## config.mk

```make
export PLATFORM = sky130hd
export DESIGN_NAME = lc4_pipe_top
export DESIGN_NICKNAME = d
export VERILOG_FILES = /design/src/verilog/lc4_pkg.sv /design/src/verilog/lc4_decoder.sv /design/src/verilog/lc4_regfile.sv /design/src/verilog/lc4_alu.sv /design/src/verilog/lc4_branch_unit.sv /design/src/verilog/lc4_fetch_unit.sv /design/src/verilog/lc4_hazard_ctrl.sv /design/src/verilog/lc4_pipe_top.sv
export SDC_FILE = /design/constraint.sdc
export NUM_CORES = 1
export LEC_CHECK = 0
export BUFFER_PORTS_ARGS = -buffer_cell sky130_fd_sc_hd__buf_4
export CAP_MARGIN = 20
export CORE_MARGIN = 4
export CORE_UTILIZATION = 54
export DETAILED_ROUTE_END_ITERATION = 12
export MAX_ROUTING_LAYER = met4
export PLACE_DENSITY = 0.75
export SYNTH_ARGS = -nofsm -noshare
export SYNTH_HDL_FRONTEND = slang
export SYNTH_HIERARCHICAL = 1
export SYNTH_SLANG_ARGS = --single-unit
```

## constraint.sdc

```tcl
create_clock -name gwe -period 6.3 [get_ports gwe]
set_clock_uncertainty 0.15 [all_clocks]
set_input_delay 0 -clock gwe [delete_from_list [all_inputs] [get_ports gwe]]
set_output_delay 0 -clock gwe [all_outputs]
set_load 0.1 [all_outputs]
```

## src/verilog/lc4_pkg.sv

```systemverilog
package lc4_pkg;

    typedef logic [15:0] word_t;
    typedef logic [2:0]  reg_idx_t;

    // one-hot condition code, n in the msb, p in the lsb
    typedef logic [2:0]  nzp_t;

    // writeback trace stall codes, code 1 is not produced by a single pipe
    typedef enum logic [1:0] {
        STALL_NONE     = 2'd0,
        STALL_FLUSH    = 2'd2,
        STALL_LOAD_USE = 2'd3
    } stall_t;

    // opcodes in insn[15:12]
    localparam logic [3:0] OP_BR    = 4'b0000;
    localparam logic [3:0] OP_ARITH = 4'b0001;
    localparam logic [3:0] OP_LOGIC = 4'b0101;
    localparam logic [3:0] OP_LDR   = 4'b0110;
    localparam logic [3:0] OP_STR   = 4'b0111;
    localparam logic [3:0] OP_CONST = 4'b1001;

    // sub-opcodes in insn[5:3], ADDI only looks at bit 5
    localparam logic [2:0] ARITH_ADD  = 3'b000;
    localparam logic [2:0] ARITH_SUB  = 3'b010;
    localparam logic [2:0] ARITH_ADDI = 3'b1??;
    localparam logic [2:0] LOGIC_AND  = 3'b000;
    localparam logic [2:0] LOGIC_OR   = 3'b010;
    localparam logic [2:0] LOGIC_XOR  = 3'b011;

    // operand source selects in execute
    localparam logic [1:0] BYP_NONE = 2'd0;
    localparam logic [1:0] BYP_M    = 2'd1;
    localparam logic [1:0] BYP_W    = 2'd2;

    typedef struct packed {
        reg_idx_t rs_sel;
        reg_idx_t rt_sel;
        reg_idx_t rd_sel;
        logic     rs_re;
        logic     rt_re;
        logic     rf_we;
        logic     nzp_we;
        logic     is_load;
        logic     is_store;
        logic     is_branch;
        word_t    insn;
    } ctrl_t;

    // all fields zero, nothing is read or written
    localparam ctrl_t CTRL_BUBBLE = '0;

endpackage

```

## src/verilog/lc4_decoder.sv

```systemverilog
`timescale 1ns/1ps

module lc4_decoder (
    input  lc4_pkg::word_t i_insn,
    output lc4_pkg::ctrl_t o_ctrl
);

    // instruction classes of the kept subset
    logic op_rr;
    logic op_addi;
    logic op_ldr;
    logic op_str;
    logic op_const;
    logic op_br;

    always_comb begin
        op_rr   = 1'b0;
        op_addi = 1'b0;
        case (i_insn[15:12])
            lc4_pkg::OP_ARITH: begin
                casez (i_insn[5:3])
                    lc4_pkg::ARITH_ADD, lc4_pkg::ARITH_SUB: op_rr = 1'b1;
                    lc4_pkg::ARITH_ADDI: op_addi = 1'b1;
                    default: ;
                endcase
            end
            lc4_pkg::OP_LOGIC: begin
                case (i_insn[5:3])
                    lc4_pkg::LOGIC_AND, lc4_pkg::LOGIC_OR, lc4_pkg::LOGIC_XOR: op_rr = 1'b1;
                    default: ;
                endcase
            end
            default: ;
        endcase
    end

    assign op_ldr   = (i_insn[15:12] == lc4_pkg::OP_LDR);
    assign op_str   = (i_insn[15:12] == lc4_pkg::OP_STR);
    assign op_const = (i_insn[15:12] == lc4_pkg::OP_CONST);
    // a branch with nzp 000 never goes anywhere, so 0x0000 falls out as a no-op
    assign op_br    = (i_insn[15:12] == lc4_pkg::OP_BR) && (i_insn[11:9] != 3'b000);

    always_comb begin
        o_ctrl      = lc4_pkg::CTRL_BUBBLE;
        o_ctrl.insn = i_insn;
        if (op_rr || op_addi || op_ldr || op_str) begin
            o_ctrl.rs_sel = i_insn[8:6];
            o_ctrl.rs_re  = 1'b1;
        end
        if (op_rr) begin
            o_ctrl.rt_sel = i_insn[2:0];
            o_ctrl.rt_re  = 1'b1;
        end
        // store data register sits where rd would be
        if (op_str) begin
            o_ctrl.rt_sel   = i_insn[11:9];
            o_ctrl.rt_re    = 1'b1;
            o_ctrl.is_store = 1'b1;
        end
        if (op_rr || op_addi || op_ldr || op_const) begin
            o_ctrl.rd_sel = i_insn[11:9];
            o_ctrl.rf_we  = 1'b1;
            o_ctrl.nzp_we = 1'b1;
        end
        o_ctrl.is_load   = op_ldr;
        o_ctrl.is_branch = op_br;
    end

endmodule

```

## src/verilog/lc4_regfile.sv

```systemverilog
`timescale 1ns/1ps

module lc4_regfile (
    input  logic              gwe,
    input  logic              i_rst_n,
    input  lc4_pkg::reg_idx_t i_rs_sel,
    input  lc4_pkg::reg_idx_t i_rt_sel,
    input  lc4_pkg::reg_idx_t i_rd_sel,
    input  logic              i_we,
    input  lc4_pkg::word_t    i_wdata,
    output lc4_pkg::word_t    o_rs_data,
    output lc4_pkg::word_t    o_rt_data
);

    lc4_pkg::word_t regs_q [8];

    always_ff @(posedge gwe or negedge i_rst_n) begin
        if (!i_rst_n) begin
            for (int i = 0; i < 8; i++) begin
                regs_q[i] <= '0;
            end
        end else if (i_we) begin
            regs_q[i_rd_sel] <= i_wdata;
        end
    end

    // writeback value is visible to decode in the same cycle
    assign o_rs_data = (i_we && i_rd_sel == i_rs_sel) ? i_wdata : regs_q[i_rs_sel];
    assign o_rt_data = (i_we && i_rd_sel == i_rt_sel) ? i_wdata : regs_q[i_rt_sel];

endmodule

```

## src/verilog/lc4_alu.sv

```systemverilog
`timescale 1ns/1ps

module lc4_alu (
    input  lc4_pkg::word_t i_insn,
    input  lc4_pkg::word_t i_pc,
    input  lc4_pkg::word_t i_rs,
    input  lc4_pkg::word_t i_rt,
    output lc4_pkg::word_t o_result
);

    lc4_pkg::word_t imm5;
    lc4_pkg::word_t imm6;
    lc4_pkg::word_t imm9;

    assign imm5 = {{11{i_insn[4]}}, i_insn[4:0]};
    assign imm6 = {{10{i_insn[5]}}, i_insn[5:0]};
    assign imm9 = {{7{i_insn[8]}}, i_insn[8:0]};

    always_comb begin
        o_result = '0;
        case (i_insn[15:12])
            // branch target, used by fetch only when taken
            lc4_pkg::OP_BR: o_result = i_pc + 16'd1 + imm9;
            lc4_pkg::OP_ARITH: begin
                casez (i_insn[5:3])
                    lc4_pkg::ARITH_ADD:  o_result = i_rs + i_rt;
                    lc4_pkg::ARITH_SUB:  o_result = i_rs - i_rt;
                    lc4_pkg::ARITH_ADDI: o_result = i_rs + imm5;
                    default: ;
                endcase
            end
            lc4_pkg::OP_LOGIC: begin
                case (i_insn[5:3])
                    lc4_pkg::LOGIC_AND: o_result = i_rs & i_rt;
                    lc4_pkg::LOGIC_OR:  o_result = i_rs | i_rt;
                    lc4_pkg::LOGIC_XOR: o_result = i_rs ^ i_rt;
                    default: ;
                endcase
            end
            // effective address for both memory ops
            lc4_pkg::OP_LDR, lc4_pkg::OP_STR: o_result = i_rs + imm6;
            lc4_pkg::OP_CONST: o_result = imm9;
            default: ;
        endcase
    end

endmodule

```

## src/verilog/lc4_branch_unit.sv

```systemverilog
`timescale 1ns/1ps

module lc4_branch_unit (
    input  logic           gwe,
    input  logic           i_rst_n,
    input  lc4_pkg::ctrl_t i_x_ctrl,
    input  lc4_pkg::word_t i_x_result,
    input  lc4_pkg::ctrl_t i_m_ctrl,
    input  lc4_pkg::word_t i_m_load_data,
    output logic           o_taken
);

    lc4_pkg::nzp_t nzp_q;

    function automatic lc4_pkg::nzp_t nzp_of(input lc4_pkg::word_t value);
        return value[15] ? 3'b100 : (value == '0) ? 3'b010 : 3'b001;
    endfunction

    always_ff @(posedge gwe or negedge i_rst_n) begin
        if (!i_rst_n) begin
            nzp_q <= '0;
        end else if (i_x_ctrl.nzp_we && !i_x_ctrl.is_load) begin
            // X is younger than M, so its result wins on the same edge
            nzp_q <= nzp_of(i_x_result);
        end else if (i_m_ctrl.is_load) begin
            // load sets the codes from memory data as it leaves M
            nzp_q <= nzp_of(i_m_load_data);
        end
    end

    assign o_taken = i_x_ctrl.is_branch && ((i_x_ctrl.insn[11:9] & nzp_q) != 3'b000);

endmodule

```

## src/verilog/lc4_fetch_unit.sv

```systemverilog
`timescale 1ns/1ps

module lc4_fetch_unit #(
    parameter lc4_pkg::word_t RESET_PC = 16'h8200
) (
    input  logic           gwe,
    input  logic           i_rst_n,
    input  logic           i_stall,
    input  logic           i_flush,
    input  lc4_pkg::word_t i_target,
    output lc4_pkg::word_t o_pc
);

    lc4_pkg::word_t pc_q;
    lc4_pkg::word_t pc_next;

    // redirect beats the load-use hold
    always_comb begin
        if (i_flush) begin
            pc_next = i_target;
        end else if (i_stall) begin
            pc_next = pc_q;
        end else begin
            pc_next = pc_q + 16'd1;
        end
    end

    always_ff @(posedge gwe or negedge i_rst_n) begin
        if (!i_rst_n) begin
            pc_q <= RESET_PC;
        end else begin
            pc_q <= pc_next;
        end
    end

    assign o_pc = pc_q;

endmodule

```

## src/verilog/lc4_hazard_ctrl.sv

```systemverilog
`timescale 1ns/1ps

module lc4_hazard_ctrl (
    input  lc4_pkg::ctrl_t i_d_ctrl,
    input  lc4_pkg::ctrl_t i_x_ctrl,
    input  lc4_pkg::ctrl_t i_m_ctrl,
    input  lc4_pkg::ctrl_t i_w_ctrl,
    input  logic           i_taken,
    output logic           o_stall,
    output logic           o_flush,
    output logic [1:0]     o_rs_bypass,
    output logic [1:0]     o_rt_bypass,
    output logic           o_store_bypass
);

    logic d_reads_x_rd;
    logic load_use;

    // a register read in X is served by the youngest older writer
    function automatic logic [1:0] pick_src(
        input logic              re,
        input lc4_pkg::reg_idx_t sel,
        input lc4_pkg::ctrl_t    m_ctrl,
        input lc4_pkg::ctrl_t    w_ctrl
    );
        logic [1:0] src;
        src = lc4_pkg::BYP_NONE;
        if (re && w_ctrl.rf_we && w_ctrl.rd_sel == sel) begin
            src = lc4_pkg::BYP_W;
        end
        if (re && m_ctrl.rf_we && m_ctrl.rd_sel == sel) begin
            src = lc4_pkg::BYP_M;
        end
        return src;
    endfunction

    // store data can wait for the WM path, so it is left out here
    assign d_reads_x_rd =
        (i_d_ctrl.rs_re && i_d_ctrl.rs_sel == i_x_ctrl.rd_sel) ||
        (i_d_ctrl.rt_re && !i_d_ctrl.is_store && i_d_ctrl.rt_sel == i_x_ctrl.rd_sel);

    // a branch needs the NZP of the load, known only after M
    assign load_use = i_x_ctrl.is_load && (d_reads_x_rd || i_d_ctrl.is_branch);

    assign o_flush = i_taken;
    assign o_stall = load_use && !i_taken;

    assign o_rs_bypass = pick_src(i_x_ctrl.rs_re, i_x_ctrl.rs_sel, i_m_ctrl, i_w_ctrl);
    assign o_rt_bypass = pick_src(i_x_ctrl.rt_re, i_x_ctrl.rt_sel, i_m_ctrl, i_w_ctrl);

    // store right behind its data producer, typically a load
    assign o_store_bypass = i_m_ctrl.is_store && i_w_ctrl.rf_we &&
                            (i_w_ctrl.rd_sel == i_m_ctrl.rt_sel);

    a_rs_bypass_code: assert final (o_rs_bypass != 2'b11)
        else $error("rs bypass select took the unused code");
    a_rt_bypass_code: assert final (o_rt_bypass != 2'b11)
        else $error("rt bypass select took the unused code");

endmodule

```

## src/verilog/lc4_pipe_top.sv

```systemverilog
`timescale 1ns/1ps

module lc4_pipe_top #(
    parameter lc4_pkg::word_t RESET_PC = 16'h8200
) (
    input  logic              gwe,
    input  logic              i_rst_n,
    input  lc4_pkg::word_t    i_insn,
    input  lc4_pkg::word_t    i_dmem_rdata,
    output lc4_pkg::word_t    o_pc,
    output lc4_pkg::word_t    o_dmem_addr,
    output logic              o_dmem_we,
    output lc4_pkg::word_t    o_dmem_wdata,
    output lc4_pkg::word_t    o_wb_pc,
    output lc4_pkg::word_t    o_wb_insn,
    output lc4_pkg::stall_t   o_wb_stall,
    output logic              o_wb_rf_we,
    output lc4_pkg::reg_idx_t o_wb_rf_sel,
    output lc4_pkg::word_t    o_wb_rf_data
);

    logic            stall;
    logic            flush;
    logic            taken;
    logic [1:0]      rs_bypass;
    logic [1:0]      rt_bypass;
    logic            store_bypass;
    lc4_pkg::ctrl_t  f_ctrl;

    // stage records
    lc4_pkg::word_t  d_pc;
    lc4_pkg::ctrl_t  d_ctrl;
    lc4_pkg::stall_t d_stall;
    lc4_pkg::word_t  x_pc;
    lc4_pkg::ctrl_t  x_ctrl;
    lc4_pkg::stall_t x_stall;
    lc4_pkg::word_t  m_pc;
    lc4_pkg::ctrl_t  m_ctrl;
    lc4_pkg::stall_t m_stall;
    lc4_pkg::word_t  w_pc;
    lc4_pkg::ctrl_t  w_ctrl;
    lc4_pkg::stall_t w_stall;

    // datapath values
    lc4_pkg::word_t  rf_rs;
    lc4_pkg::word_t  rf_rt;
    lc4_pkg::word_t  x_rs;
    lc4_pkg::word_t  x_rt;
    lc4_pkg::word_t  x_rs_val;
    lc4_pkg::word_t  x_rt_val;
    lc4_pkg::word_t  alu_result;
    lc4_pkg::word_t  m_result;
    lc4_pkg::word_t  m_rt;
    lc4_pkg::word_t  w_result;
    lc4_pkg::word_t  w_load_data;
    lc4_pkg::word_t  wb_data;

    function automatic lc4_pkg::word_t pick_operand(
        input logic [1:0]     sel,
        input lc4_pkg::word_t from_d,
        input lc4_pkg::word_t from_m,
        input lc4_pkg::word_t from_w
    );
        case (sel)
            lc4_pkg::BYP_M: return from_m;
            lc4_pkg::BYP_W: return from_w;
            default: return from_d;
        endcase
    endfunction

    lc4_fetch_unit #(.RESET_PC(RESET_PC)) i_lc4_fetch_unit (
        .gwe(gwe), .i_rst_n(i_rst_n), .i_stall(stall), .i_flush(flush),
        .i_target(alu_result), .o_pc(o_pc)
    );

    lc4_decoder i_lc4_decoder (.i_insn(i_insn), .o_ctrl(f_ctrl));

    lc4_regfile i_lc4_regfile (
        .gwe(gwe), .i_rst_n(i_rst_n),
        .i_rs_sel(d_ctrl.rs_sel), .i_rt_sel(d_ctrl.rt_sel), .i_rd_sel(w_ctrl.rd_sel),
        .i_we(w_ctrl.rf_we), .i_wdata(wb_data), .o_rs_data(rf_rs), .o_rt_data(rf_rt)
    );

    lc4_alu i_lc4_alu (
        .i_insn(x_ctrl.insn), .i_pc(x_pc), .i_rs(x_rs_val), .i_rt(x_rt_val),
        .o_result(alu_result)
    );

    lc4_branch_unit i_lc4_branch_unit (
        .gwe(gwe), .i_rst_n(i_rst_n), .i_x_ctrl(x_ctrl), .i_x_result(alu_result),
        .i_m_ctrl(m_ctrl), .i_m_load_data(i_dmem_rdata), .o_taken(taken)
    );

    lc4_hazard_ctrl i_lc4_hazard_ctrl (
        .i_d_ctrl(d_ctrl), .i_x_ctrl(x_ctrl), .i_m_ctrl(m_ctrl), .i_w_ctrl(w_ctrl),
        .i_taken(taken), .o_stall(stall), .o_flush(flush), .o_rs_bypass(rs_bypass),
        .o_rt_bypass(rt_bypass), .o_store_bypass(store_bypass)
    );

    always_ff @(posedge gwe or negedge i_rst_n) begin
        if (!i_rst_n) begin
            d_pc    <= '0;
            d_ctrl  <= lc4_pkg::CTRL_BUBBLE;
            d_stall <= lc4_pkg::STALL_FLUSH;
            x_pc    <= '0;
            x_ctrl  <= lc4_pkg::CTRL_BUBBLE;
            x_stall <= lc4_pkg::STALL_FLUSH;
            m_pc    <= '0;
            m_ctrl  <= lc4_pkg::CTRL_BUBBLE;
            m_stall <= lc4_pkg::STALL_FLUSH;
            w_pc    <= '0;
            w_ctrl  <= lc4_pkg::CTRL_BUBBLE;
            w_stall <= lc4_pkg::STALL_FLUSH;
        end else begin
            // D holds on a load-use stall, flush kills the fetched word
            if (!stall) begin
                d_pc    <= o_pc;
                d_ctrl  <= flush ? lc4_pkg::CTRL_BUBBLE : f_ctrl;
                d_stall <= flush ? lc4_pkg::STALL_FLUSH : lc4_pkg::STALL_NONE;
            end
            x_pc <= d_pc;
            if (flush) begin
                x_ctrl  <= lc4_pkg::CTRL_BUBBLE;
                x_stall <= lc4_pkg::STALL_FLUSH;
            end else if (stall) begin
                x_ctrl  <= lc4_pkg::CTRL_BUBBLE;
                x_stall <= lc4_pkg::STALL_LOAD_USE;
            end else begin
                x_ctrl  <= d_ctrl;
                x_stall <= d_stall;
            end
            m_pc    <= x_pc;
            m_ctrl  <= x_ctrl;
            m_stall <= x_stall;
            w_pc    <= m_pc;
            w_ctrl  <= m_ctrl;
            w_stall <= m_stall;
        end
    end

    always_ff @(posedge gwe) begin
        x_rs        <= rf_rs;
        x_rt        <= rf_rt;
        m_result    <= alu_result;
        m_rt        <= x_rt_val;
        w_result    <= m_result;
        w_load_data <= i_dmem_rdata;
    end

    assign x_rs_val = pick_operand(rs_bypass, x_rs, m_result, wb_data);
    assign x_rt_val = pick_operand(rt_bypass, x_rt, m_result, wb_data);
    assign wb_data  = w_ctrl.is_load ? w_load_data : w_result;

    // data memory is driven from the M stage only
    assign o_dmem_we    = m_ctrl.is_store;
    assign o_dmem_addr  = (m_ctrl.is_load || m_ctrl.is_store) ? m_result : '0;
    assign o_dmem_wdata = store_bypass ? wb_data : m_rt;

    assign o_wb_pc      = w_pc;
    assign o_wb_insn    = w_ctrl.insn;
    assign o_wb_stall   = w_stall;
    assign o_wb_rf_we   = w_ctrl.rf_we;
    assign o_wb_rf_sel  = w_ctrl.rd_sel;
    assign o_wb_rf_data = wb_data;

    a_dmem_addr_known: assert property (
        @(posedge gwe) disable iff (!i_rst_n) o_dmem_we |-> !$isunknown(o_dmem_addr)
    ) else $error("data memory write with unknown address");

endmodule

```

==> results.yml <==
worst_setup_path:
  crit_fanout: 9
  cp.arrival_ns: 6.42
  crit_path_start_kind: "flip-flop"
  crit_required_ns: 6.61
  end_kind: "flip-flop"
  crit_type: "reg2reg"
min_path:
  hold_class: "in2reg"
final_layout:
  fin_nets: 2107
  instances_no_fill: 2548
  stdcell_area_sq_um: 25500
  drive_gt1_frac: 0.279
  area_growth_syn_to_layout_pct: 16.1
timing:
  finalSetupViolCount: 0
  worst_slew_pin_slew_ns: 1.13
  maxSlewViolCount: 0
  slew_headroom: 0.245
  fin_crit_ns: 6.11
  period_share: 0.970
  fin_ws_ns: 0.191
  hold_viol: 0
  clock.fmax_mhz: 164
floorplanning:
  core-area_sq_um: 40000
  start_util: 0.550
  die_h_microns: 210
  die_area_sq_um: 44000
  fp.dieW_microns: 210
  fp-row-count: 73
  io_pins: 137
global_route:
  grt_pass1_wl_microns: 88900
  antenna_found_initial: 3
  grt_usage: 0.264
  grt_max_degree: 181
  overflow: 0
  first_global_vias: 15500
place:
  dp_hpwl_microns: 39300
  placed_cells: 2402
  place_ws_ns: 0.0949
  place_area_sq_um: 23300
  portBuffers: 136
  gp_congestion: 0.932
status:
  status: "finished clean"
clock_network:
  clkSinkCount: 424
  root_buffer: "clkbuf_16"
  cts.clk_slew.worst_paths_ns: 0.06
  cts_buffers: 45
  cts_max_level: 2
  cts_tree: "yes"
  clk_path_buf_depth: 3
  worstSkewPairLatency_ns: 0.59
routing:
  via_count: 15300
  drt.antenna.violating_nets: 0
  drt-initial-drc-count: 1188
  top_layer: "met4"
  routedWlPerCell_microns: 22.6
  viasPerCell: 6.02
  drtPass1Iterations: 5
  wl_met1_microns: 24800
  drt-total-wl_microns: 57500
  route.met3.wl_microns: 4330
  drcViolationCount: 0
  wl_met2_microns: 27000
power_and_ir_drop:
  p_leak_nw: 11.8
  power_density_nw_per_um2: 432
  peakVddDrop_mv: 0.269
yosys:
  syn-instance-count: 1836
  ys_warn_count: 6
  synth_nets: 1957
  avgSynthCellArea_sq_um: 12.0
  synth_area_sq_um: 22000
job:
  drv_cap: 0
[path summary, 6_finish.rpt]
path                       startpoint                         end  slack (ns)  cells after the start
setup / recovery           m_ctrl[23]  i_lc4_branch_unit/nzp_q[0]        0.19                     25
max in group asynchronous     i_rst_n                    d_pc[15]        4.65                      4
hold / removal              i_insn[0]                   d_ctrl[0]        0.04                      3
setup reg to reg           m_ctrl[23]  i_lc4_branch_unit/nzp_q[0]        0.19                     25
min in group asynchronous     i_rst_n   i_lc4_regfile/regs_q[113]        0.47                      4
hold reg to reg              m_pc[11]                 o_wb_pc[11]        0.19                      0
[stage by stage]
step | hold slack [ns] | util | total power [mW] | setup TNS, ns
final | 0.0368 | 0.638 | 11.0 | 0
after global routing | 0.0400 | 0.638 | 11.6 | -0.0959
after CTS | 0.0100 | 0.633 | 11.0 | 0
after floorplan | -0.446 | - | 7.02 | 0
after detailed placement | -0.0962 | 0.582 | 8.21 | 0
after global placement | -0.102 | 0.582 | 8.11 | 0
[cells in the final DEF (no fill, tap or decap), types with 28 or more instances in the layout]
master           n
dfrtp_1        321
mux2_2         199
buf_4          193
nand2_1        102
dfxtp_1         96
ha_1            82
a21oi_1         81
nor2_1          72
inv_1           67
o21ai_0         60
mux4_1          60
dlygate4sd3_1   49
xnor2_1         49
clkbuf_16       47
and2_1          38
nand3b_1        35
a22o_1          35
o211ai_1        34
xor2_1          28
[flip-flops by register name (all words and copies together) (netlist names), 2 cells and up]
register / count
i_lc4_regfile/regs_q: 128
m_pc: 16
o_wb_stall: 2
x_rs: 16
i_lc4_branch_unit/nzp_q: 3
m_rt: 16
m_result: 16
x_pc: 16
d_ctrl: 32
d_pc: 16
o_wb_insn: 16
m_stall: 2
x_rt: 16
w_result: 16
o_wb_rf_sel: 3
w_load_data: 16
x_stall: 2
m_ctrl: 24
x_ctrl: 32
o_wb_pc: 16
i_lc4_fetch_unit/o_pc: 16
[metal layers]
layer  global-route usage  vias up
li1                     -     7001
met2                0.411      555
met3               0.0583       92
met1                0.359     7687
met5                    -        -
met4               0.0614        0
[final cells by class]
type,count,area [sq um]
inverter,67,251
clock inverter,17,194
clock buffer,66,1330
tap,525,657
fill,3028,14500
multi-input combinational,1198,10900
antenna,1,2.50
timing repair buffer,250,2080
sequential,424,10100
[worst max-delay path, cell delays in order, from the launching register on]
cell	delay, ns
dfrtp_1	0.41
xor2_1	0.18
nor4_2	0.32
buf_4	0.17
inv_1	0.03
ha_1	0.31
nand2b_4	0.20
buf_4	0.19
o211ai_1	0.45
nor4_2	0.13
and3_1	0.25
a21oi_1	0.19
nor2_1	0.05
o21ai_0	0.13
o21ai_0	0.12
ha_1	0.38
a21o_1	0.21
a221o_1	0.36
a31oi_2	0.17
xnor2_1	0.10
a211o_1	0.29
a311o_1	0.30
nor4_2	0.25
nand4_1	0.27
a22oi_1	0.24
o31ai_1	0.10
[where the power goes]
group / switching (mW) / internal [mW] / total, mW
Combinational: 3.04 / 1.61 / 4.65
Clock: 1.11 / 1.60 / 2.71
Sequential: 0.395 / 3.29 / 3.68
Total: 4.55 / 6.49 / 11.0
[what timing repair did]
action / 4_1_cts / 5_1_grt
hold buffers: 50 / 0
resized for setup: 0 / 18
setup endpoints to repair: 0 / 2
endpoints found under the hold margin: 135 / 0
buffers inserted: 0 / 9
Power figures use the tool's default switching activity.
